### src/mem_pipe_cfg.svh
// Sizes and codes for the memory pipeline
// RAM_DWORDS * 8 bytes must equal one page, since only RAM_PTAG is backed
// DTLB_ELS must be a power of two for the round-robin victim
`ifndef MEM_PIPE_CFG_SVH
`define MEM_PIPE_CFG_SVH

`define EADDR_W       64
`define VADDR_W       39
`define PAGE_OFFSET_W 12
`define VTAG_W        27
`define PTAG_W        28
`define DWORD_W       64

`define DTLB_ELS      8
`define RAM_DWORDS    512

// Physical page at 0x8000_0000
`define RAM_PTAG      28'h0080000

`define PRIV_U        2'b00
`define PRIV_S        2'b01

`endif

### src/mem_pipe_pkg.sv
// Shared types of the memory pipeline
// Widths come from the cfg header
`include "mem_pipe_cfg.svh"

package mem_pipe_pkg;

  typedef enum logic [3:0] {
    e_op_lb,
    e_op_lh,
    e_op_lw,
    e_op_ld,
    e_op_lbu,
    e_op_lhu,
    e_op_lwu,
    e_op_sb,
    e_op_sh,
    e_op_sw,
    e_op_sd
  } mem_op_e;

  typedef enum logic [2:0] {
    e_fault_none,
    e_fault_misaligned,
    e_fault_page,
    e_fault_access,
    e_fault_tlb_miss
  } fault_e;

  typedef struct packed {
    mem_op_e             op;
    logic [`DWORD_W-1:0] rs1;
    logic [`DWORD_W-1:0] rs2;
    logic [`DWORD_W-1:0] imm;
    // Set for rs1-only addressing
    logic                offset_sel;
  } mem_req_s;

  typedef struct packed {
    logic       translation_en;
    logic [1:0] priv_mode;
    logic       mstatus_sum;
  } trans_info_s;

  typedef struct packed {
    logic [`PTAG_W-1:0] ptag;
    logic               u;
    logic               w;
    logic               d;
  } pte_leaf_s;

  typedef struct packed {
    logic [`VTAG_W-1:0] vtag;
    pte_leaf_s          entry;
  } tlb_fill_s;

  typedef struct packed {
    mem_op_e              op;
    logic [`VADDR_W-1:0]  vaddr;
    logic [`DWORD_W-1:0]  data;
    logic                 is_store;
    logic                 canon_fault;
    logic                 misaligned;
  } mem1_s;

  typedef struct packed {
    logic [`VADDR_W-1:0] vaddr;
    fault_e              fault;
  } mem2_s;

  typedef struct packed {
    fault_e              fault;
    logic [`VADDR_W-1:0] vaddr;
    logic [`DWORD_W-1:0] data;
  } mem_resp_s;

endpackage

### src/mem_dtlb.sv
// Fully associative data TLB, lookup result registered into mem1
// Fill and lookup never share a cycle, the top holds ready low on a fill
// Translation off gives a passthrough entry that allows any access
`timescale 1ns/100ps
`include "mem_pipe_cfg.svh"

module mem_dtlb (
  input  logic                        clk_i,
  input  logic                        reset_i,
  input  logic                        flush_i,
  input  mem_pipe_pkg::trans_info_s   trans_i,
  input  logic                        r_v_i,
  input  logic [`VTAG_W-1:0]          vtag_i,
  input  logic                        fill_v_i,
  input  mem_pipe_pkg::tlb_fill_s     fill_i,
  output mem_pipe_pkg::pte_leaf_s     entry_o,
  output logic                        hit_o,
  output logic                        miss_o
);

  localparam int idx_w = $clog2(`DTLB_ELS);

  logic [`DTLB_ELS-1:0]    valid_r;
  logic [`VTAG_W-1:0]      vtag_r [`DTLB_ELS];
  mem_pipe_pkg::pte_leaf_s entry_r [`DTLB_ELS];
  logic [idx_w-1:0]        victim_r;
  logic [`DTLB_ELS-1:0]    match;
  logic                    any_match;
  mem_pipe_pkg::pte_leaf_s match_entry;
  mem_pipe_pkg::pte_leaf_s passthrough;

  // CAM compare
  always_comb begin
    match_entry = '0;
    for (int i = 0; i < `DTLB_ELS; i++) begin
      match[i] = valid_r[i] & (vtag_r[i] == vtag_i);
      if (match[i]) begin
        match_entry = entry_r[i];
      end
    end
  end

  assign any_match = |match;

  // u follows the current mode so no privilege check trips
  always_comb begin
    passthrough.ptag = {{(`PTAG_W-`VTAG_W){1'b0}}, vtag_i};
    passthrough.u    = (trans_i.priv_mode == `PRIV_U);
    passthrough.w    = 1'b1;
    passthrough.d    = 1'b1;
  end

  always_ff @(posedge clk_i) begin
    if (reset_i) begin
      valid_r  <= '0;
      victim_r <= '0;
      hit_o    <= 1'b0;
      miss_o   <= 1'b0;
    end else begin
      if (flush_i) begin
        valid_r <= '0;
      end else if (fill_v_i) begin
        valid_r[victim_r] <= 1'b1;
        victim_r          <= victim_r + 1'b1;
      end
      hit_o  <= r_v_i & (~trans_i.translation_en | any_match);
      miss_o <= r_v_i & trans_i.translation_en & ~any_match;
    end
  end

  always_ff @(posedge clk_i) begin
    if (fill_v_i) begin
      vtag_r[victim_r]  <= fill_i.vtag;
      entry_r[victim_r] <= fill_i.entry;
    end
    if (r_v_i) begin
      entry_o <= trans_i.translation_en ? match_entry : passthrough;
    end
  end

endmodule

### config.mk
export PLATFORM = sky130hd
export DESIGN_NAME = mem_dtlb
export DESIGN_NICKNAME = d
export VERILOG_FILES = /design/src/mem_pipe_pkg.sv /design/src/mem_dtlb.sv
export VERILOG_INCLUDE_DIRS = /design/src
export SDC_FILE = /design/constraint.sdc
export NUM_CORES = 1
export LEC_CHECK = 0
export ABC_CLOCK_PERIOD_IN_PS = 5500
export BUFFER_PORTS_ARGS = -buffer_cell sky130_fd_sc_hd__buf_2
export CORE_UTILIZATION = 51
export DETAILED_ROUTE_END_ITERATION = 7
export PLACE_DENSITY = 0.69
export RECOVER_POWER = 25
export SETUP_SLACK_MARGIN = 0.4
export SKIP_CTS_REPAIR_TIMING = 1
export SLEW_MARGIN = 0
export SYNTH_ARGS = -nofsm -noshare
export SYNTH_HDL_FRONTEND = slang
export SYNTH_SLANG_ARGS = --single-unit
export TNS_END_PERCENT = 100
### constraint.sdc
create_clock -name clk_i -period 5.5 [get_ports clk_i]
set_clock_uncertainty 0.05 [all_clocks]
set_input_delay 0.55 -clock clk_i [delete_from_list [all_inputs] [get_ports clk_i]]
set_output_delay 0.55 -clock clk_i [all_outputs]
set_load 0.03 [all_outputs]
==> flow_summary.ini <==
[synth]
synth_fa_ha_area_share_pct = 0.0597
synth_fp_nets = 1420
synth_top_family_by_area = XOR/XNOR gates
synthesis.area_sq_um = 21000
ys_seq_area_share_pct = 72.2
synth_xor_area_share_pct = 9.22
synthCells = 1325
synth_cell_types = 65
ys_top_cells_by_area = edfxtp_1 71%, xnor2_1 4.6%, xor2_1 4.4%
yosysMostFrequentCell = edfxtp_1
synth_top_cells_by_count = 495 x edfxtp_1, 110 x xnor2_1, 105 x xor2_1
synth-edff-count = 495
synth_top_cell_area_share_pct = 70.9
ys.flop_type = edfxtp_1
synthSimpleGateAreaFrac_pct = 7.05
muxShareOfSynthArea_pct = 0.0955
ys_seq_elements = 508
synth_largest_area_cell = edfxtp_1
ys_warn_count = 0
async_flop_share_pct = 0
synth_compound_area_share_pct = 7.91
avgSynthCellArea_sq_um = 15.8

[floorplanning]
dieArea_sq_um = 41900
num_rows = 73
die_w_um = 205
chipHeight_um = 205
start_util_pct = 52.3
io_pins = 127
core_area_sq_um = 40100

[power]
switching_power_uw = 1810
swShare_pct = 21.5
leakage_uw = 0.00769
combinationalPowerShare_pct = 5.0
p_int_uw = 6620
powerDensity_nw_per_um2 = 356
p_total_uw = 8430
seq_power_share_pct = 51.7
ir_drop_uv = 304
clockPowerShare_pct = 43.3

[grt]
antenna_found_initial = 0
grt_max_degree = 60
grt_pass1_wl_mm = 79.0
grt_pass1_vias = 12100
grt_overflow = 0
grtUsageTotal_pct = 26.4

[sta]
hold_violations = 0
rsz0062_at_grt = false
tightest_slew_ns = 1.29
fin_setup_tns_ns = 0
drv_slew = 0
min_period_ns = 3.60
slew_headroom_pct = 14.1
period_share_pct = 65.5
fin_ws_ns = 1.90
setup_violations = 0
fmax_mhz = 278

[route]
dr.pass1.iters = 5
ant_nets = 0
postRouteWirelength_mm = 54.3
vias = 12300
drtIter0Drc = 1197
viasPerCell = 6.11
route.detailed.drc = 0
post_drt_wl_per_cell_um = 26.9

[job]
drv_cap = 0

[clock_tree]
clk_pin_slew_worst_paths_ns = 0.06
htree_levels = 2
cts_max_path_buffers = 3
cts_tree = built
ctsRootBufferMaster = clkbuf_16
cts_inserted_buffers = 51
cts.sinks = 508
clock_latency_ns = 0.61

[status]
status = finished clean

[critical_path]
crit_type = reg -> reg
path_cells = xor2_1, nor4_1, nand3_1, or2_4, a311oi_1, o32a_1, a221oi_2
crit_slowest_cell = nor4_1
crit_fanout = 58
crit_path_start_kind = flop
cpPeakStageDelay_ns = 0.80
required_ns = 5.78
arrival_ns = 3.88
critPathCaptureType = flop

[placement]
io_buffers = 125
dpl_cell_area_sq_um = 22000
routabilityCongestion = 0.887
dp_hpwl_mm = 33.0
dp_slack_ns = 1.40
dp.cells = 1917

[cells_and_area]
areaGrowthSynthToFinish_pct = 13.0
stdcell_count = 2015
drive_gt1_share_pct = 14.7
nets = 1540
design_area_sq_um = 23700

[hold_path]
min_path_type = in -> reg
-- per-layer routing --
| layer | vias to the layer above | wire, um | GRT usage, % |
|---|---|---|---|
| li1 | 5380 | - | - |
| met1 | 6286 | 22300 | 36.3 |
| met2 | 544 | 26500 | 43.4 |
| met3 | 98 | 3970 | 3.96 |
| met4 | 0 | 1490 | 8.29 |
| met5 | - | 0 | 0 |
-- worst max-delay path, delay by kind of cell, from the launching register on --
family / cells / cell delay (ns)
AO/OA/AOI/OAI: 3 / 0.69
XOR/XNOR: 1 / 0.15
flip-flops: 1 / 0.39
AND/OR/NAND/NOR: 3 / 2.02
-- power groups by stage --
| stage | registers [uW] | logic [uW] | clock network, uW |
|---|---|---|---|
| after CTS | 4360 | 430 | 3690 |
| after floorplan | 4480 | 198 | 0 |
| after global routing | 4360 | 451 | 3830 |
| after global placement | 4440 | 420 | 0 |
| after detailed placement | 4440 | 428 | 0 |
| final | 4360 | 424 | 3650 |
-- registers in the layout (all words and copies together), names as in the netlist --
signal,flops
victim_r,3
miss_o,1
valid_r,8
vtag_r,216
entry_o,31
entry_r,248
hit_o,1
-- per-stage QoR --
stage               utilization [%]  hold slack, ns
detailed placement             54.8           0.404
global route                   59.1           0.135
floorplan                         -           0.383
CTS                            59.2           0.106
finish                         59.1           0.136
global placement               54.8           0.391
-- logic make-up after synthesis --
logic type,count (synthesis)
flops,508
simple gates,263
xor+xnor,218
compound gates,204
buf+inv,129
mux,2
fa+ha+maj,1
-- final timing paths --
kind | from | end | slack (ns) | cells past startpoint
worst max-delay path | vtag_r[4][13]$_DFFE_PP_ | entry_o[14]$_DFFE_PP_ | 1.90 | 7
worst min-delay path | reset_i | victim_r[0]$_SDFFE_PP0P_ | 0.14 | 2
worst max register to register | vtag_r[4][13]$_DFFE_PP_ | entry_o[14]$_DFFE_PP_ | 1.90 | 7
worst min register to register | valid_r[0]$_SDFFE_PP0P_ | valid_r[0]$_SDFFE_PP0P_ | 0.42 | 1
-- cell usage in the layout (no fill, tap or decap), types with 13 or more instances in the layout --
cell type and instances:
dfxtp_1 13, nor4_1 31, nor2_1 44, nand4_1 41
buf_2 91, xnor2_1 110, xor2_1 105, edfxtp_1 495
or3_1 20, o21ai_1 22, clkbuf_16 51, buf_4 20
nor2b_1 23, o221ai_1 24, a221oi_1 29, clkbuf_1 43
nand2_1 33, inv_1 50, o2111ai_1 18, a31oi_1 22
o311a_1 22
-- layout make-up --
cell class,instances,area [sq um]
well taps,525,657
clock buffers,62,1340
clock inverters,34,428
diodes,2,5.00
inverters,50,188
multi-input cells,688,5190
fillers,3043,16400
repair buffers,146,753
flip-flops and latches,508,15100
No activity file was read; power rests on OpenSTA's default activity.
