$ cat src/mem_pipe_cfg.svh
// Sizes and codes for the memory pipeline
// RAM_DWORDS * 8 bytes must equal one page, since only RAM_PTAG is backed
// DTLB_ELS must be a power of two for the round-robin victim
`ifndef MEM_PIPE_CFG_SVH
`define MEM_PIPE_CFG_SVH

`define EADDR_W       64
`define VADDR_W       39
`define PAGE_OFFSET_W 12
`define VTAG_W        27
`define PTAG_W        28
`define DWORD_W       64

`define DTLB_ELS      8
`define RAM_DWORDS    512

// Physical page at 0x8000_0000
`define RAM_PTAG      28'h0080000

`define PRIV_U        2'b00
`define PRIV_S        2'b01

`endif

$ cat src/mem_pipe_pkg.sv
// Shared types of the memory pipeline
// Widths come from the cfg header
`include "mem_pipe_cfg.svh"

package mem_pipe_pkg;

  typedef enum logic [3:0] {
    e_op_lb,
    e_op_lh,
    e_op_lw,
    e_op_ld,
    e_op_lbu,
    e_op_lhu,
    e_op_lwu,
    e_op_sb,
    e_op_sh,
    e_op_sw,
    e_op_sd
  } mem_op_e;

  typedef enum logic [2:0] {
    e_fault_none,
    e_fault_misaligned,
    e_fault_page,
    e_fault_access,
    e_fault_tlb_miss
  } fault_e;

  typedef struct packed {
    mem_op_e             op;
    logic [`DWORD_W-1:0] rs1;
    logic [`DWORD_W-1:0] rs2;
    logic [`DWORD_W-1:0] imm;
    // Set for rs1-only addressing
    logic                offset_sel;
  } mem_req_s;

  typedef struct packed {
    logic       translation_en;
    logic [1:0] priv_mode;
    logic       mstatus_sum;
  } trans_info_s;

  typedef struct packed {
    logic [`PTAG_W-1:0] ptag;
    logic               u;
    logic               w;
    logic               d;
  } pte_leaf_s;

  typedef struct packed {
    logic [`VTAG_W-1:0] vtag;
    pte_leaf_s          entry;
  } tlb_fill_s;

  typedef struct packed {
    mem_op_e              op;
    logic [`VADDR_W-1:0]  vaddr;
    logic [`DWORD_W-1:0]  data;
    logic                 is_store;
    logic                 canon_fault;
    logic                 misaligned;
  } mem1_s;

  typedef struct packed {
    logic [`VADDR_W-1:0] vaddr;
    fault_e              fault;
  } mem2_s;

  typedef struct packed {
    fault_e              fault;
    logic [`VADDR_W-1:0] vaddr;
    logic [`DWORD_W-1:0] data;
  } mem_resp_s;

endpackage

$ cat src/mem_fault_check.sv
// Fault evaluation in mem1
// One code out, priority misaligned, page, tlb_miss, access
// A non-canonical address is an access fault when translation is off
`timescale 1ns/100ps
`include "mem_pipe_cfg.svh"

module mem_fault_check (
  input  mem_pipe_pkg::trans_info_s trans_i,
  input  logic                      v_i,
  input  mem_pipe_pkg::mem1_s       stage_i,
  input  mem_pipe_pkg::pte_leaf_s   entry_i,
  input  logic                      hit_i,
  input  logic                      miss_i,
  output mem_pipe_pkg::fault_e      fault_o
);

  logic priv_fault;
  logic write_fault;
  logic page_fault;
  logic access_fault;

  // S without SUM may not touch user pages, U only touches user pages
  assign priv_fault = ((trans_i.priv_mode == `PRIV_S) & ~trans_i.mstatus_sum & entry_i.u)
                    | ((trans_i.priv_mode == `PRIV_U) & ~entry_i.u);

  assign write_fault = stage_i.is_store & ~(entry_i.w & entry_i.d);

  assign page_fault = trans_i.translation_en
                    & (stage_i.canon_fault | (hit_i & (priv_fault | write_fault)));

  // Only the RAM page is backed
  assign access_fault = (hit_i & (entry_i.ptag != `RAM_PTAG))
                      | (~trans_i.translation_en & stage_i.canon_fault);

  always_comb begin
    if (!v_i) begin
      fault_o = mem_pipe_pkg::e_fault_none;
    end else if (stage_i.misaligned) begin
      fault_o = mem_pipe_pkg::e_fault_misaligned;
    end else if (page_fault) begin
      fault_o = mem_pipe_pkg::e_fault_page;
    end else if (miss_i) begin
      fault_o = mem_pipe_pkg::e_fault_tlb_miss;
    end else if (access_fault) begin
      fault_o = mem_pipe_pkg::e_fault_access;
    end else begin
      fault_o = mem_pipe_pkg::e_fault_none;
    end
  end

endmodule

$ cat config.mk
export PLATFORM = sky130hd
export DESIGN_NAME = mem_fault_check
export DESIGN_NICKNAME = d
export VERILOG_FILES = /design/src/mem_pipe_pkg.sv /design/src/mem_fault_check.sv
export VERILOG_INCLUDE_DIRS = /design/src
export SDC_FILE = /design/constraint.sdc
export NUM_CORES = 1
export LEC_CHECK = 0
export CORE_AREA = 2 2 58 60
export DETAILED_ROUTE_END_ITERATION = 8
export DIE_AREA = 0 0 60 62
export DONT_BUFFER_PORTS = 1
export GPL_ROUTABILITY_DRIVEN = 0
export GPL_TIMING_DRIVEN = 0
export PLACE_DENSITY = 0.3
export RECOVER_POWER = 25
export SLEW_MARGIN = 20
export SYNTH_ARGS = -nofsm -noshare
export SYNTH_HDL_FRONTEND = slang
export SYNTH_SLANG_ARGS = --single-unit
export TNS_END_PERCENT = 20
$ cat constraint.sdc
create_clock -name vclk -period 1.01
set_input_delay 0.0505 -clock vclk [all_inputs]
set_output_delay 0.0505 -clock vclk [all_outputs]
set_load 0.01 [all_outputs]
==> flow_summary_export.csv, run 1 <==
group,metric,value,unit
final_layout,n_antenna_cell,0,
synthesis,yosysTopAreaCell,"nor4_1",
pwr,irDropWorstVdd,0.03796,mV
hold_path,hold_class,"in2out",
floorplanning,start_util,0.05077,
floorplanning,core_area,0.003179,mm²
sta,finalSetupViolCount,0,
floorplanning,rows,21,
synthesis,ys_warn_count,0,
setup_path,crit_fanout,3,
global_route,grt_remaining_overflow,0,
global_route,grt_pass1_vias,188,
final_layout,layout-drive-gt1-share,0.1250,
final_layout,area_delta_synth_final,47.29,%
drt,dr.pass1.iters,3,
final_layout,seq_cells,0,
drt,vias,223,
sta,setup_tns,0,ns
sta,max_slew.worst_pin.slew,0.3796,ns
setup_path,crit_type,"in2out",
sta,drv_slew,0,
synthesis,synth.most_common_cell,"nor4_1",
sta,hold_viol,0,
final_layout,multiInputGateArea,176.4,µm²
floorplanning,die_height,62,µm
drt,vias_per_cell,3.186,
synthesis,synthesis.area,161.4,µm²
sta,slew_headroom,0.7447,
drt,initialDrtViolationCount,2,
sta,period_minus_slack,0.9813,ns
placement,place_ws,-0.05091,ns
run,maxCapViolCount,0,
sta,fmax,1.019,GHz
placement,dp_cells,70,
run_status,status,"complete, no violations",
synthesis,synth_seq_area_share,0,
sta,setup_slack,0.02868,ns
floorplanning,dieArea,0.003720,mm²
final_layout,fin_nets,174,
global_route,grt_first_pass_wirelength,862,µm
drt,wl_per_cell,9.029,µm
placement,dpl_cell_area,219.0,µm²
setup_path,setup.worst_path.end_class,"output port",
placement,port_buffers,0,
floorplanning,die_w,60,µm
synthesis,synth_cell_types,15,
global_route,antenna_found_initial,0,
setup_path,cp.arrival,0.93,ns
setup_path,critPathLaunchType,"input pin",
synthesis,syn_area_per_cell,6.725,µm²
synthesis,synth_cells,24,
drt,drc,0,
pwr,p_total,47.32,µW
floorplanning,ios,151,
final_layout,stdcell_count,70,
synthesis,synth_area_leaders,"nor4_1 23%, o41ai_2 10%, and4bb_1 7.8%, nand2b_1 7.8%, nand4_1 7.8%",
cts,holdBufCountCts,0,
global_route,grt_use_total,0.03141,
sta,post-route-period-util,0.9716,
drt,detail-route-antenna-nets,0,
drt,drt_wl_total,632,µm
sta,rsz0062_at_grt,"true",
final_layout,n_clock_buffer,0,
synthesis,synth_fp_nets,172,
synthesis,synth_commonest_cells,"6 x nor4_1, 2 x a21oi_1, 2 x nand2_1, 2 x nand2b_1, 2 x nand4_1",
pwr,power_density,199.0,mW/mm²
final_layout,finalInstanceArea,237.7,µm²
synthesis,synth_top_area_frac,0.2326,
pwr,p_leak,0.00005166,µW
final_layout,register_area,0,µm²
final_layout,n_fill_cell,376,
setup_path,required,0.96,ns
global_route,grt_max_degree,5,
==> cell families (layout without fill, tap and decap cells) <==
family                 Yosys count  count (layout)  synth area share
AO/OA/AOI/OAI                    7               7            0.3178
AND/OR/NAND/NOR                 16              16            0.6589
buffers and inverters            1               1           0.02323
==> cells in the final DEF (no fill, tap or decap), drive strengths merged <==
cell,Yosys,routed
nor4,6,6
o21a,1,1
o41ai,1,1
nor3,1,1
nand4,2,2
o21ai,2,2
nand2b,2,2
a21oi,2,2
and4bb,1,1
nand2,2,2
a21boi,1,1
inv,1,1
nor4b,1,1
and4b,1,1
==> final timing paths <==
path  startpoint    endpoint  slack (ns)  depth (start not counted)
min   stage_i[0]  fault_o[0]        0.22                          2
max   trans_i[0]  fault_o[2]        0.03                          3
==> timing repair <==
item,in CTS,in global routing
resized for setup,3,1
endpoints found under the setup margin,3,3
buffers inserted,0,0
pin swaps,0,1
==> cell type report <==
| cell class | count | area share |
|---|---|---|
| multi-input cells | 23 | 0.7421 |
| well taps | 46 | 0.2421 |
| inverters | 1 | 0.01579 |
==> layer usage <==
| metal | share of wire | global-route usage | up-vias |
|---|---|---|---|
| li1 | - | - | 104 |
| met1 | 0.42 | 0.04680 | 97 |
| met2 | 0.42 | 0.04503 | 22 |
| met3 | 0.16 | 0.01242 | 0 |
| met4 | 0 | 0 | 0 |
| met5 | 0 | 0 | - |
==> through the flow <==
| step | hold WS, ns | util |
|---|---|---|
| after global routing | 0.2202 | 0.07477 |
| after floorplan | 0.2047 | - |
| after global placement | 0.2120 | 0.06887 |
| after CTS | 0.2177 | 0.07359 |
| final | 0.2177 | 0.07477 |
| after detailed placement | 0.2177 | 0.06887 |
==> where the power goes <==
group / internal, µW / switching (µW) / total (µW)
clock network: 0 / 0 / 0
logic: 23.7 / 23.6 / 47.3
registers: 0 / 0 / 0
total: 23.7 / 23.6 / 47.3
==> critical path, stage by stage <==
cell and delay (ns):
and4bb_1 0.22, o41ai_4 0.37, and4b_1 0.30
Note: power is estimated with default switching activity, not from simulation.
==> run 2, diff against run 1 <==
--- a/config.mk
+++ b/config.mk
@@ -6,13 +6,15 @@
 export SDC_FILE = /design/constraint.sdc
 export NUM_CORES = 1
 export LEC_CHECK = 0
+export CELL_PAD_IN_SITES_DETAIL_PLACEMENT = 1
+export CELL_PAD_IN_SITES_GLOBAL_PLACEMENT = 1
 export CORE_AREA = 2 2 58 60
 export DETAILED_ROUTE_END_ITERATION = 8
 export DIE_AREA = 0 0 60 62
 export DONT_BUFFER_PORTS = 1
 export GPL_ROUTABILITY_DRIVEN = 0
 export GPL_TIMING_DRIVEN = 0
-export PLACE_DENSITY = 0.3
+export PLACE_DENSITY = 0.4
 export RECOVER_POWER = 25
 export SLEW_MARGIN = 20
 export SYNTH_ARGS = -nofsm -noshare
==> constraint.sdc (replaced) <==
create_clock -name vclk -period 1.05
set_input_delay 0.0525 -clock vclk [all_inputs]
set_output_delay 0.0525 -clock vclk [all_outputs]
set_load 0.01 [all_outputs]
==> flow_summary_export.csv, run 2 (synthesis results as in run 1) <==
group,metric,value,unit
run_status,status,"complete, no violations",
drt,initialDrtViolationCount,0,
drt,detail-route-antenna-nets,0,
placement,dp_hpwl,719.3,µm
cts,cts_resized,2,
sta,finalSetupViolCount,0,
setup_path,critPathLaunchType,"input pin",
floorplanning,ios,151,
drt,drt_wl_total,728,µm
sta,max_slew.worst_pin.slew,0.3493,ns
setup_path,crit_fanout,3,
final_layout,area_delta_synth_final,51.16,%
sta,fmax,0.9908,GHz
run,maxCapViolCount,0,
floorplanning,core_area,0.003179,mm²
setup_path,required,1.00,ns
pwr,irDropWorstVdd,0.03602,mV
drt,vias,228,
final_layout,layout-drive-gt1-share,0.1667,
sta,post-route-period-util,0.9612,
cts,cts_setup_buffers,0,
floorplanning,start_util,0.05077,
setup_path,setup.worst_path.end_class,"output port",
final_layout,finalInstanceArea,244.0,µm²
placement,port_buffers,0,
final_layout,seq_cells,0,
global_route,grt_pass1_vias,192,
drt,drc,0,
sta,rsz0062_at_grt,"true",
hold_path,hold_class,"in2out",
global_route,grt_remaining_overflow,0,
drt,dr.pass1.iters,1,
floorplanning,die_w,60,µm
final_layout,n_antenna_cell,0,
final_layout,n_fill_cell,382,
sta,slew_headroom,0.7651,
pwr,p_leak,0.00005304,µW
pwr,power_density,193.7,mW/mm²
drt,wl_per_cell,10.40,µm
sta,setup_tns,0,ns
global_route,grt_max_degree,5,
sta,period_minus_slack,1.009,ns
setup_path,crit_type,"in2out",
final_layout,layout_commonest_cell,"nor4_1",
floorplanning,die_height,62,µm
sta,hold_slack,0.2241,ns
global_route,grt_first_pass_wirelength,848,µm
placement,dpl_cell_area,219.0,µm²
floorplanning,rows,21,
sta,drv_slew,0,
setup_path,cp.arrival,0.96,ns
global_route,grt_use_total,0.03184,
drt,vias_per_cell,3.257,
final_layout,n_clock_buffer,0,
final_layout,register_area,0,µm²
floorplanning,dieArea,0.003720,mm²
global_route,antenna_found_initial,0,
cts,holdBufCountCts,0,
final_layout,fin_nets,174,
sta,hold_viol,0,
## run 2: cell types whose count changed in the layout (fill, tap and decap cells not counted)
cell     delta
nor4b_1     -1
nor4b_2     +1
## run 2: stage by stage
stage	total power, µW	std cells	worst slack, ns	util
CTS	43.99	70	0.006621	0.07241
global placement	37.68	70	-0.005489	0.06887
detailed placement	38.48	70	-0.02360	0.06887
finish	47.26	70	0.04075	0.07674
global route	51.57	70	-0.01332	0.07674
floorplan	32.87	24	0.1024	-
## run 2: power breakdown
part / total [µW] / switching (µW) / leakage (µW) / internal [µW]
logic: 47.3 / 23.7 / 0.0000530 / 23.5
clock network: 0 / 0 / 0 / 0
registers: 0 / 0 / 0 / 0
total: 47.3 / 23.7 / 0.0000530 / 23.5
## run 2: path summary, 6_finish.rpt
check	from	to	slack [ns]	cells after the start
max	trans_i[0]	fault_o[2]	0.04	3
min	v_i	fault_o[1]	0.22	2
## run 2: critical path: stages
cell and delay [ns]:
and4bb_1 0.22, o41ai_4 0.38, and4b_1 0.31
## run 2: cell type report
| class | count | area, µm² | area share |
|---|---|---|---|
| tap | 46 | 57.56 | 0.2359 |
| multi-input combinational | 23 | 182.7 | 0.7487 |
| inverter | 1 | 3.754 | 0.01538 |
## run 2: routing by layer
| layer | vias to the layer above | wire length, µm | track usage | part of all wire |
|---|---|---|---|---|
| li1 | 103 | - | - | - |
| met1 | 104 | 270 | 0.03695 | 0.37 |
| met2 | 21 | 327 | 0.05124 | 0.45 |
| met3 | 0 | 130 | 0.02277 | 0.18 |
| met4 | 0 | 0 | 0 | 0 |
| met5 | - | 0 | 0 | 0 |
