**config.mk**
```make
export PLATFORM = sky130hd
export DESIGN_NAME = mem_agen
export DESIGN_NICKNAME = d
export VERILOG_FILES = /design/src/mem_pipe_pkg.sv /design/src/mem_agen.sv
export VERILOG_INCLUDE_DIRS = /design/src
export SDC_FILE = /design/constraint.sdc
export NUM_CORES = 1
export LEC_CHECK = 0
export BUFFER_PORTS_ARGS = -buffer_cell sky130_fd_sc_hd__clkbuf_2
export CORE_AREA = 2 2 144 146
export DETAILED_ROUTE_END_ITERATION = 16
export DIE_AREA = 0 0 146 148
export SLEW_MARGIN = 20
export SYNTH_ARGS = -nofsm -noshare
export SYNTH_HDL_FRONTEND = slang
export SYNTH_SLANG_ARGS = --single-unit
export TNS_END_PERCENT = 30
```
**constraint.sdc**
```tcl
create_clock -name vclk -period 4.2
set_input_delay 0.21 -clock vclk [all_inputs]
set_output_delay 0.21 -clock vclk [all_outputs]
set_load 0.005 [all_outputs]
```
**src/mem_pipe_cfg.svh**
```systemverilog
// Sizes and codes for the memory pipeline
// RAM_DWORDS * 8 bytes must equal one page, since only RAM_PTAG is backed
// DTLB_ELS must be a power of two for the round-robin victim
`ifndef MEM_PIPE_CFG_SVH
`define MEM_PIPE_CFG_SVH

`define EADDR_W       64
`define VADDR_W       39
`define PAGE_OFFSET_W 12
`define VTAG_W        27
`define PTAG_W        28
`define DWORD_W       64

`define DTLB_ELS      8
`define RAM_DWORDS    512

// Physical page at 0x8000_0000
`define RAM_PTAG      28'h0080000

`define PRIV_U        2'b00
`define PRIV_S        2'b01

`endif

```
**src/mem_pipe_pkg.sv**
```systemverilog
// Shared types of the memory pipeline
// Widths come from the cfg header
`include "mem_pipe_cfg.svh"

package mem_pipe_pkg;

  typedef enum logic [3:0] {
    e_op_lb,
    e_op_lh,
    e_op_lw,
    e_op_ld,
    e_op_lbu,
    e_op_lhu,
    e_op_lwu,
    e_op_sb,
    e_op_sh,
    e_op_sw,
    e_op_sd
  } mem_op_e;

  typedef enum logic [2:0] {
    e_fault_none,
    e_fault_misaligned,
    e_fault_page,
    e_fault_access,
    e_fault_tlb_miss
  } fault_e;

  typedef struct packed {
    mem_op_e             op;
    logic [`DWORD_W-1:0] rs1;
    logic [`DWORD_W-1:0] rs2;
    logic [`DWORD_W-1:0] imm;
    // Set for rs1-only addressing
    logic                offset_sel;
  } mem_req_s;

  typedef struct packed {
    logic       translation_en;
    logic [1:0] priv_mode;
    logic       mstatus_sum;
  } trans_info_s;

  typedef struct packed {
    logic [`PTAG_W-1:0] ptag;
    logic               u;
    logic               w;
    logic               d;
  } pte_leaf_s;

  typedef struct packed {
    logic [`VTAG_W-1:0] vtag;
    pte_leaf_s          entry;
  } tlb_fill_s;

  typedef struct packed {
    mem_op_e              op;
    logic [`VADDR_W-1:0]  vaddr;
    logic [`DWORD_W-1:0]  data;
    logic                 is_store;
    logic                 canon_fault;
    logic                 misaligned;
  } mem1_s;

  typedef struct packed {
    logic [`VADDR_W-1:0] vaddr;
    fault_e              fault;
  } mem2_s;

  typedef struct packed {
    fault_e              fault;
    logic [`VADDR_W-1:0] vaddr;
    logic [`DWORD_W-1:0] data;
  } mem_resp_s;

endpackage

```
**src/mem_agen.sv**
```systemverilog
// Address generation and early checks for one request
// Misalignment is against the natural size of the access
`timescale 1ns/100ps
`include "mem_pipe_cfg.svh"

module mem_agen (
  input  mem_pipe_pkg::mem_req_s  req_i,
  output logic [`EADDR_W-1:0]     eaddr_o,
  output mem_pipe_pkg::mem1_s     stage_o
);

  logic [`DWORD_W-1:0] offset;
  logic [`EADDR_W-1:0] eaddr;
  logic                canon_fault;
  logic                is_store;
  logic                misaligned;

  assign offset  = req_i.offset_sel ? '0 : req_i.imm;
  assign eaddr   = req_i.rs1 + offset;
  assign eaddr_o = eaddr;

  // Upper bits must copy the top virtual address bit
  assign canon_fault = eaddr[`EADDR_W-1:`VADDR_W]
                       != {(`EADDR_W-`VADDR_W){eaddr[`VADDR_W-1]}};

  assign is_store = req_i.op inside {mem_pipe_pkg::e_op_sb, mem_pipe_pkg::e_op_sh,
                                     mem_pipe_pkg::e_op_sw, mem_pipe_pkg::e_op_sd};

  always_comb begin
    case (req_i.op)
      mem_pipe_pkg::e_op_lh, mem_pipe_pkg::e_op_lhu, mem_pipe_pkg::e_op_sh:
        misaligned = eaddr[0];
      mem_pipe_pkg::e_op_lw, mem_pipe_pkg::e_op_lwu, mem_pipe_pkg::e_op_sw:
        misaligned = |eaddr[1:0];
      mem_pipe_pkg::e_op_ld, mem_pipe_pkg::e_op_sd:
        misaligned = |eaddr[2:0];
      // Byte accesses are always aligned
      default:
        misaligned = 1'b0;
    endcase
  end

  always_comb begin
    stage_o.op          = req_i.op;
    stage_o.vaddr       = eaddr[`VADDR_W-1:0];
    stage_o.data        = req_i.rs2;
    stage_o.is_store    = is_store;
    stage_o.canon_fault = canon_fault;
    stage_o.misaligned  = misaligned;
  end

endmodule

```
==> flow_summary.ini, run 1 <==
[die]
start_util = 0.2696
die_h_um = 148
fp.dieArea_mm2 = 0.02161
die-width_um = 146
row_count = 52
io_pins = 371
core_mm2 = 0.02004

[global_routing]
grt_max_degree = 17
grt_pass1_wl_mm = 30.55
grt_use_total = 0.1693
overflow = 0
antenna_found_initial = 0
grt_pass1_vias = 6041

[placement]
dpl.hpwl_mm = 17.63
gp_congestion = 0.9499
place.port_buffers = 243
place_ws_ns = 0.04362
dp.cells = 1241

[drt]
vias = 6255
first_iter_violations = 400
drc = 0
first_pass_iters = 5
drt_wl_total_mm = 19.86
viasPerCell = 5.020
ant_nets = 0
avgRoutedWirePerCell_um = 15.94

[cells_and_area]
drive_above_1_share = 0.3689
seq_cell_count = 0
multi_input_area_mm2 = 0.004549
regArea_um2 = 0
nFillCells = 2264
nClkBuffers = 0
syn_to_final_growth_pct = 23.37
nNetsFinal = 1239
diodes = 0
utilization = 0.3326
final_cells = 1246

[sta]
fmax_ghz = 0.2496
fin_crit_ns = 4.006
setup-violations-final = 0
finalHoldViolCount = 0
drv_slew = 0
worstMarginPinSlew_ns = 0.5389
finalWorstSetupSlack_ns = 0.1943
post-route-period-util = 0.9537
max_slew_margin = 0.6374
hold_ws_ns = 0.4200

[synth]
synth_warnings = 0
syn_avg_cell_area_um2 = 6.753
syn_nets = 1061
ys_seq_area_frac = 0
synth_area_leaders = buf_4 15%, ha_1 15%, nor2b_1 7.5%
syn_inst = 800
ys_types = 81
yosysTopAreaCell = buf_4
netlist.area_leader.share = 0.1528
syn-cell-area_mm2 = 0.005403

[pwr]
powerDensity_mw_per_mm2 = 168.7
p_total_mw = 1.125
power_leakage_nw = 3.252
max-vdd-ir-drop_uv = 65.72

[worst_hold_path]
hold_class = in2out
whs_path_depth = 0

[setup_path]
arrival_ns = 3.80
crit_path_top_delay_cell = or3_2
crit_fanout = 16
start_kind = input port
cpPeakStageDelay_ns = 0.44
crit_chain = clkbuf_4, buf_6, nor2b_1, ha_2, nand2_1, o31ai_1, a31oi_1, a211oi_2, nor2_2, o41ai_2, xnor2_2, inv_2, or3_2, nor4_4, o221ai_2, clkbuf_2
crit_type = in2out
cp.required_ns = 3.99
crit_path_end_kind = primary output

[job]
max_cap_violations = 0

[run_status]
outcome = finished, final reports clean

[clocking]
ctsHoldBuffers = 0
synth_stat cells, drive strengths merged, types with 8 or more instances:
cell	number
a21o	18
a21oi	77
and2	11
buf	112
clkbuf	21
ha	63
inv	12
nand2	74
nand2b	8
nand3	19
nand4	22
nor2	55
nor2b	65
nor3	23
o21a	10
o21ai	48
o21bai	8
xnor2	30
xor2	26
power by group:
| group | switching (mW) | internal (mW) |
|---|---|---|
| Combinational | 0.620 | 0.505 |
| Clock | 0 | 0 |
| Sequential | 0 | 0 |
cells by family after synthesis:
| family | count (synthesis) | synth area share |
|---|---|---|
| AND/OR/NAND/NOR | 308 | 0.2985 |
| AO/OA/AOI/OAI | 224 | 0.2751 |
| adder cells (fa/ha/maj) | 64 | 0.1496 |
| XOR/XNOR | 56 | 0.09078 |
| multiplexers | 2 | 0.003706 |
| buffers and inverters | 146 | 0.1823 |
cell type report:
cell class	count	area share
Timing Repair Buffer	310	0.2600
Multi-Input combinational cell	654	0.6826
Inverter	12	0.006758
Tap cell	270	0.05069
stage by stage:
stage	TNS (ns)	cell area, um^2
finish	0	6665
CTS	0	6482
floorplan	0	5403
detailed placement	0	6482
global route	-0.009385	6665
global placement	0	6482
timing repair:
item / 4_1_cts / 5_1_grt
gates resized for setup: 0 / 29
buffers inserted: 0 / 5
endpoints found under the setup margin: 0 / 1
path summary, 6_finish.rpt:
| path | startpoint | slack, ns | endpoint |
|---|---|---|---|
| hold / removal | req_i[75] | 0.42 | stage_o[13] |
| setup / recovery | req_i[0] | 0.19 | stage_o[1] |
metal layers:
layer | part of all wire | routed length [um] | up-vias | GRT usage
met5 | 0 | 0 | - | 0
met1 | 0.46 | 9105 | 2872 | 0.2309
met3 | 0.051 | 1007 | 45 | 0.01574
met2 | 0.47 | 9251 | 211 | 0.2894
li1 | - | - | 3127 | -
met4 | 0.025 | 499 | 0 | 0.03883
worst max-delay path, delay by kind of cell:
family | cells | cell delay [ns]
AND/OR/NAND/NOR | 5 | 0.98
buffers and inverters | 4 | 0.52
adder cells (fa/ha/maj) | 1 | 0.39
XOR/XNOR | 1 | 0.20
AO/OA/AOI/OAI | 5 | 1.48
layout by cell type (no fill, tap or decap), drive strengths merged, types with 4 or more instances in the layout:
cell type and instances:
and2 11, o21a 10, inv 12, o21bai 8
xor2 26, a21o 18, a211oi 7, a311oi 4
a211o 5, and3 5, nand2b 8, xnor2 30
nor2 55, ha 63, nand4 22, buf 67
a221o 6, a31oi 6, nand2 74, o31ai 6
nor3 23, clkbuf 243, nand3 19, nor4 7
a21oi 77, or3 7, a21boi 7, nor2b 65
o21ai 48
Note: power is estimated with default switching activity, not from simulation.
==> inputs of run 2 (changes only) <==
--- a/config.mk
+++ b/config.mk
@@ -6,10 +6,10 @@
 export SDC_FILE = /design/constraint.sdc
 export NUM_CORES = 1
 export LEC_CHECK = 0
-export BUFFER_PORTS_ARGS = -buffer_cell sky130_fd_sc_hd__clkbuf_2
-export CORE_AREA = 2 2 144 146
+export CORE_AREA = 2 2 143 145
 export DETAILED_ROUTE_END_ITERATION = 16
-export DIE_AREA = 0 0 146 148
+export DIE_AREA = 0 0 145 147
+export DONT_BUFFER_PORTS = 1
 export SLEW_MARGIN = 20
 export SYNTH_ARGS = -nofsm -noshare
 export SYNTH_HDL_FRONTEND = slang
==> run 2 against run 1 <==
  * Core utilization shrank 8.5 points
  * First-iteration DRC count down 21%
  * Global-route usage fell by 0.60 points
  * Worst setup slack better by 0.021 ns
  * Maximum frequency is 0.52% higher
  * Non-clock buffer count fell by 301
  * Sequential cell count unchanged
  * Hold slack did not move
  * Critical endpoint unchanged
  * Highest routed layer unchanged
  * Largest power group unchanged
  * Sequential share of layout area unchanged
  * Via count is 17% lower
  * Total power fell by 29%
==> flow_summary.ini, run 2 (synthesis results as in run 1) <==
[sta]
worstMarginPinSlew_ns = 0.6936
finalWorstSetupSlack_ns = 0.2150
fin_crit_ns = 3.985
setup_tns_ns = 0
setup-violations-final = 0
drv_slew = 0
finalHoldViolCount = 0
fmax_ghz = 0.2509
rsz0062_at_grt = false
max_slew_margin = 0.5343
post-route-period-util = 0.9488

[global_routing]
grt_use_total = 0.1633
overflow = 0
grt_pass1_wl_mm = 28.55
grt_pass1_vias = 5043
grt_max_degree = 65
antenna_found_initial = 9

[setup_path]
cp-startpoint = req_i[1]
critPathTopFamily = compound AO/OA/AOI/OAI gates
start_kind = input port
cp.required_ns = 3.99
crit_fanout = 4
arrival_ns = 3.78
cp_num_buf_inv = 1
crit_chain = nor2b_1, ha_1, fa_1, a21o_2, a221o_1, a211o_1, a31oi_2, o21ai_1, a21oi_2, o211a_1, a311oi_1, buf_4, or4_4, o22ai_2, o221ai_2
crit_cells = 15
crit_path_top_delay_cell = or4_4
cpPeakStageDelay_ns = 0.47
endpoint = stage_o[1]
crit_path_end_kind = primary output
crit_type = in2out

[drt]
ant_nets = 0
drc = 0
first_pass_iters = 5
wl_met1_mm = 7.952
route.met3.wl_mm = 1.725
avgRoutedWirePerCell_um = 19.34
drt_wl_total_mm = 18.45
highest_layer = met4
wl_met2_mm = 8.037
first_iter_violations = 316
vias = 5181
viasPerCell = 5.431

[pwr]
max-vdd-ir-drop_uv = 36.08
power_leakage_nw = 1.923
powerDensity_mw_per_mm2 = 162.3

[cells_and_area]
layout_common_cells = 75 x a21oi_1, 74 x nand2_1, 64 x nor2b_1
drive_above_1_share = 0.06519
seq_cell_count = 0
regArea_um2 = 0
syn_to_final_growth_pct = -8.962
nNetsFinal = 938
nClkBuffers = 0
mostFrequentLayoutCell = a21oi_1

[die]
io_pins = 371
die_h_um = 147
core_mm2 = 0.01984
die-width_um = 145
fp.dieArea_mm2 = 0.02132
row_count = 52
start_util = 0.2723

[placement]
place.port_buffers = 0
gp_congestion = 0.9024
place_ws_ns = 0.1535
dpl.hpwl_mm = 16.22

[worst_hold_path]
hold_class = in2out

[clocking]
post-cts-setup-buffer-count = 0
cts-resized-gates = 0
ctsHoldBuffers = 0

[run_status]
outcome = finished, final reports clean

[job]
max_cap_violations = 0
[run 2: changes by cell type in the layout (fill, tap and decap cells not counted), moves of 2 or more]
cell / delta
buf_4: -55
ha_2: -4
nor4_4: -2
ha_1: +4
nor4_2: +2
clkbuf_2: -242
diode_2: +9
a21oi_1: +4
buf_6: -3
a21oi_2: -4
a211oi_2: -2
a211oi_1: +2
[run 2: stage by stage]
stage | total power [mW] | area [um^2] | hold slack (ns) | util | instances
after detailed placement | 0.7893 | 4868 | 0.4200 | 0.2453 | 945
after CTS | 0.7939 | 4868 | 0.4200 | 0.2453 | 945
after floorplan | 0.7475 | 5403 | 0.5008 | - | 800
after global routing | 0.8792 | 4913 | 0.4200 | 0.2476 | 952
final | 0.7985 | 4918 | 0.4200 | 0.2479 | 954
after global placement | 0.7898 | 4868 | 0.4200 | 0.2453 | 945
[run 2: report_power, final]
part	internal, mW	switching (mW)	total (mW)	leakage, nW
logic	0.280	0.519	0.798	1.92
registers	0	0	0	0
clock network	0.000000287	0	0.000000287	0.0000570
[run 2: final cells by class]
class | count | area [um^2]
diodes | 9 | 22.52
fillers | 2215 | 14930
inverters | 12 | 45.04
multi-input cells | 654 | 4446
well taps | 270 | 337.8
repair buffers | 9 | 67.56
[run 2: how the worst min path moves through the flow]
stage	start	end	slack, ns	cells after the start
finish	req_i[77]	stage_o[15]	0.42	0
global route	req_i[77]	stage_o[15]	0.42	0
CTS	req_i[73]	stage_o[11]	0.42	0
detailed placement	req_i[73]	stage_o[11]	0.42	0
global placement	req_i[73]	stage_o[11]	0.42	0
floorplan	req_i[193]	stage_o[106]	0.50	1
[run 2: layer usage]
layer / GRT usage / vias up
li1: - / 2549
met3: 0.05373 / 52
met5: 0 / -
met2: 0.2626 / 227
met4: 0.05594 / 0
met1: 0.2055 / 2353
==> inputs of run 3 (changes only) <==
==> constraint.sdc (replaced) <==
create_clock -name vclk -period 3.7
set_input_delay 0.185 -clock vclk [all_inputs]
set_output_delay 0.185 -clock vclk [all_outputs]
set_load 0.005 [all_outputs]
==> run 3 against run 2 <==
  * Non-clock buffer count increased by 36
  * Final cell count increased by 3.4%
  * Wire length increased by 3.1%
  * Count of clock-buffer cells in the layout unchanged
  * Critical endpoint unchanged
==> flow_summary.ini, run 3 (synthesis results as in run 1) <==
[drt]
drc = 0
first_pass_iters = 5
avgRoutedWirePerCell_um = 19.29
ant_nets = 0
vias = 5350
viasPerCell = 5.426
drt_wl_total_mm = 19.02
first_iter_violations = 338

[worst_hold_path]
whs_path_depth = 0
hold_class = in2out
hold_start = req_i[77]

[cells_and_area]
final_cells = 986
nClkBuffers = 0
mostFrequentLayoutCell = a21oi_1
syn_to_final_growth_pct = -2.872
design_area_mm2 = 0.005248
nNetsFinal = 974
seq_cell_count = 0
regArea_um2 = 0
layout_common_cells = 75 x a21oi_1, 74 x nand2_1, 64 x nor2b_1
drive_above_1_share = 0.1294

[die]
core_mm2 = 0.01984
row_count = 52
die-width_um = 145
fp.dieArea_mm2 = 0.02132
die_h_um = 147
start_util = 0.2723
io_pins = 371

[setup_path]
start_kind = input port
crit_chain = nor2b_1, ha_2, fa_2, a21o_2, a221o_1, a211o_1, a31oi_4, o21ai_1, a21oi_2, o211a_1, a311oi_2, buf_4, or4_4, o22ai_2, o221ai_2
critPathTopFamily = compound AO/OA/AOI/OAI gates
crit_type = in2out
cpPeakStageDelay_ns = 0.47
cp_num_buf_inv = 1
crit_fanout = 3
crit_path_top_delay_cell = or4_4
arrival_ns = 3.45
crit_path_end_kind = primary output
crit_cells = 15
cp.required_ns = 3.51
cp-startpoint = req_i[1]

[global_routing]
antenna_found_initial = 6
overflow = 0
grt_use_total = 0.1660
grt_max_degree = 65
grt_pass1_wl_mm = 28.99
grt_pass1_vias = 5123

[sta]
max_slew_margin = 0.5389
setup_tns_ns = 0
rsz0062_at_grt = true
worstMarginPinSlew_ns = 0.6853
setup-violations-final = 0
fmax_ghz = 0.2749
fin_crit_ns = 3.638
finalHoldViolCount = 0
post-route-period-util = 0.9833
drv_slew = 0

[pwr]
sw_frac_of_total = 0.6187
max-vdd-ir-drop_uv = 40.12
intPower_uw = 374.4
power_switching_uw = 607.6
powerDensity_mw_per_mm2 = 187.1
comb_power_share = 1.000
seq_power_share = 0
power_leakage_nw = 2.100
power.share.clock = 0

[placement]
place.port_buffers = 0
dpl.hpwl_mm = 16.52
dp.cells = 980
gp_congestion = 0.8943
place_area_mm2 = 0.005136

[job]
max_cap_violations = 0

[run_status]
outcome = finished, final reports clean
run 3: changes by cell type in the layout (fill, tap and decap cells not counted), moves of 2 or more:
cell	change
ha_2	+6
ha_1	-6
nor4_4	+2
diode_2	-4
buf_4	+36
run 3: what timing repair did:
action | in CTS | in global routing
resized for setup | 2 | 15
buffers inserted | 0 | 1
endpoints found under the setup margin | 1 | 1
pin swaps | 0 | 14
hold buffers | 0 | 0
run 3: worst paths after layout:
check                     end  slack, ns
hold / removal    stage_o[15]       0.37
setup / recovery   stage_o[1]       0.06
run 3: power by group through the flow:
stage | registers (mW) | clock network (mW) | logic, mW
floorplan | 0 | 0 | 0.851
global placement | 0 | 0 | 0.954
detailed placement | 0 | 0 | 0.953
CTS | 0 | 0 | 0.962
global route | 0 | 0.000000108 | 1.08
finish | 0 | 0.000000181 | 0.982
run 3: routing by layer:
metal | wire length (um) | global-route usage | vias to the layer above
met5 | 13 | 0 | -
met4 | 612 | 0.04653 | 2
met3 | 2047 | 0.06553 | 50
met2 | 8360 | 0.2674 | 244
met1 | 7988 | 0.2059 | 2453
li1 | - | - | 2601
run 3: cell type report:
cell class,instances,area [um^2]
inverters,12,45.04
repair buffers,45,337.8
diodes,5,12.51
fillers,2212,14600
well taps,270,337.8
multi-input cells,654,4514
run 3: metrics by stage:
stage          power (mW)  setup WS (ns)    util  hold slack, ns
6_report           0.9819        0.06171  0.2644          0.3700
5_1_grt             1.080        -0.1009  0.2642          0.3700
4_1_cts            0.9620        0.01333  0.2596          0.3700
3_5_place_dp       0.9534       -0.02411  0.2588          0.3700
3_3_place_gp       0.9539        0.03356  0.2588          0.3700
2_1_floorplan      0.8508       0.007407       -          0.4508
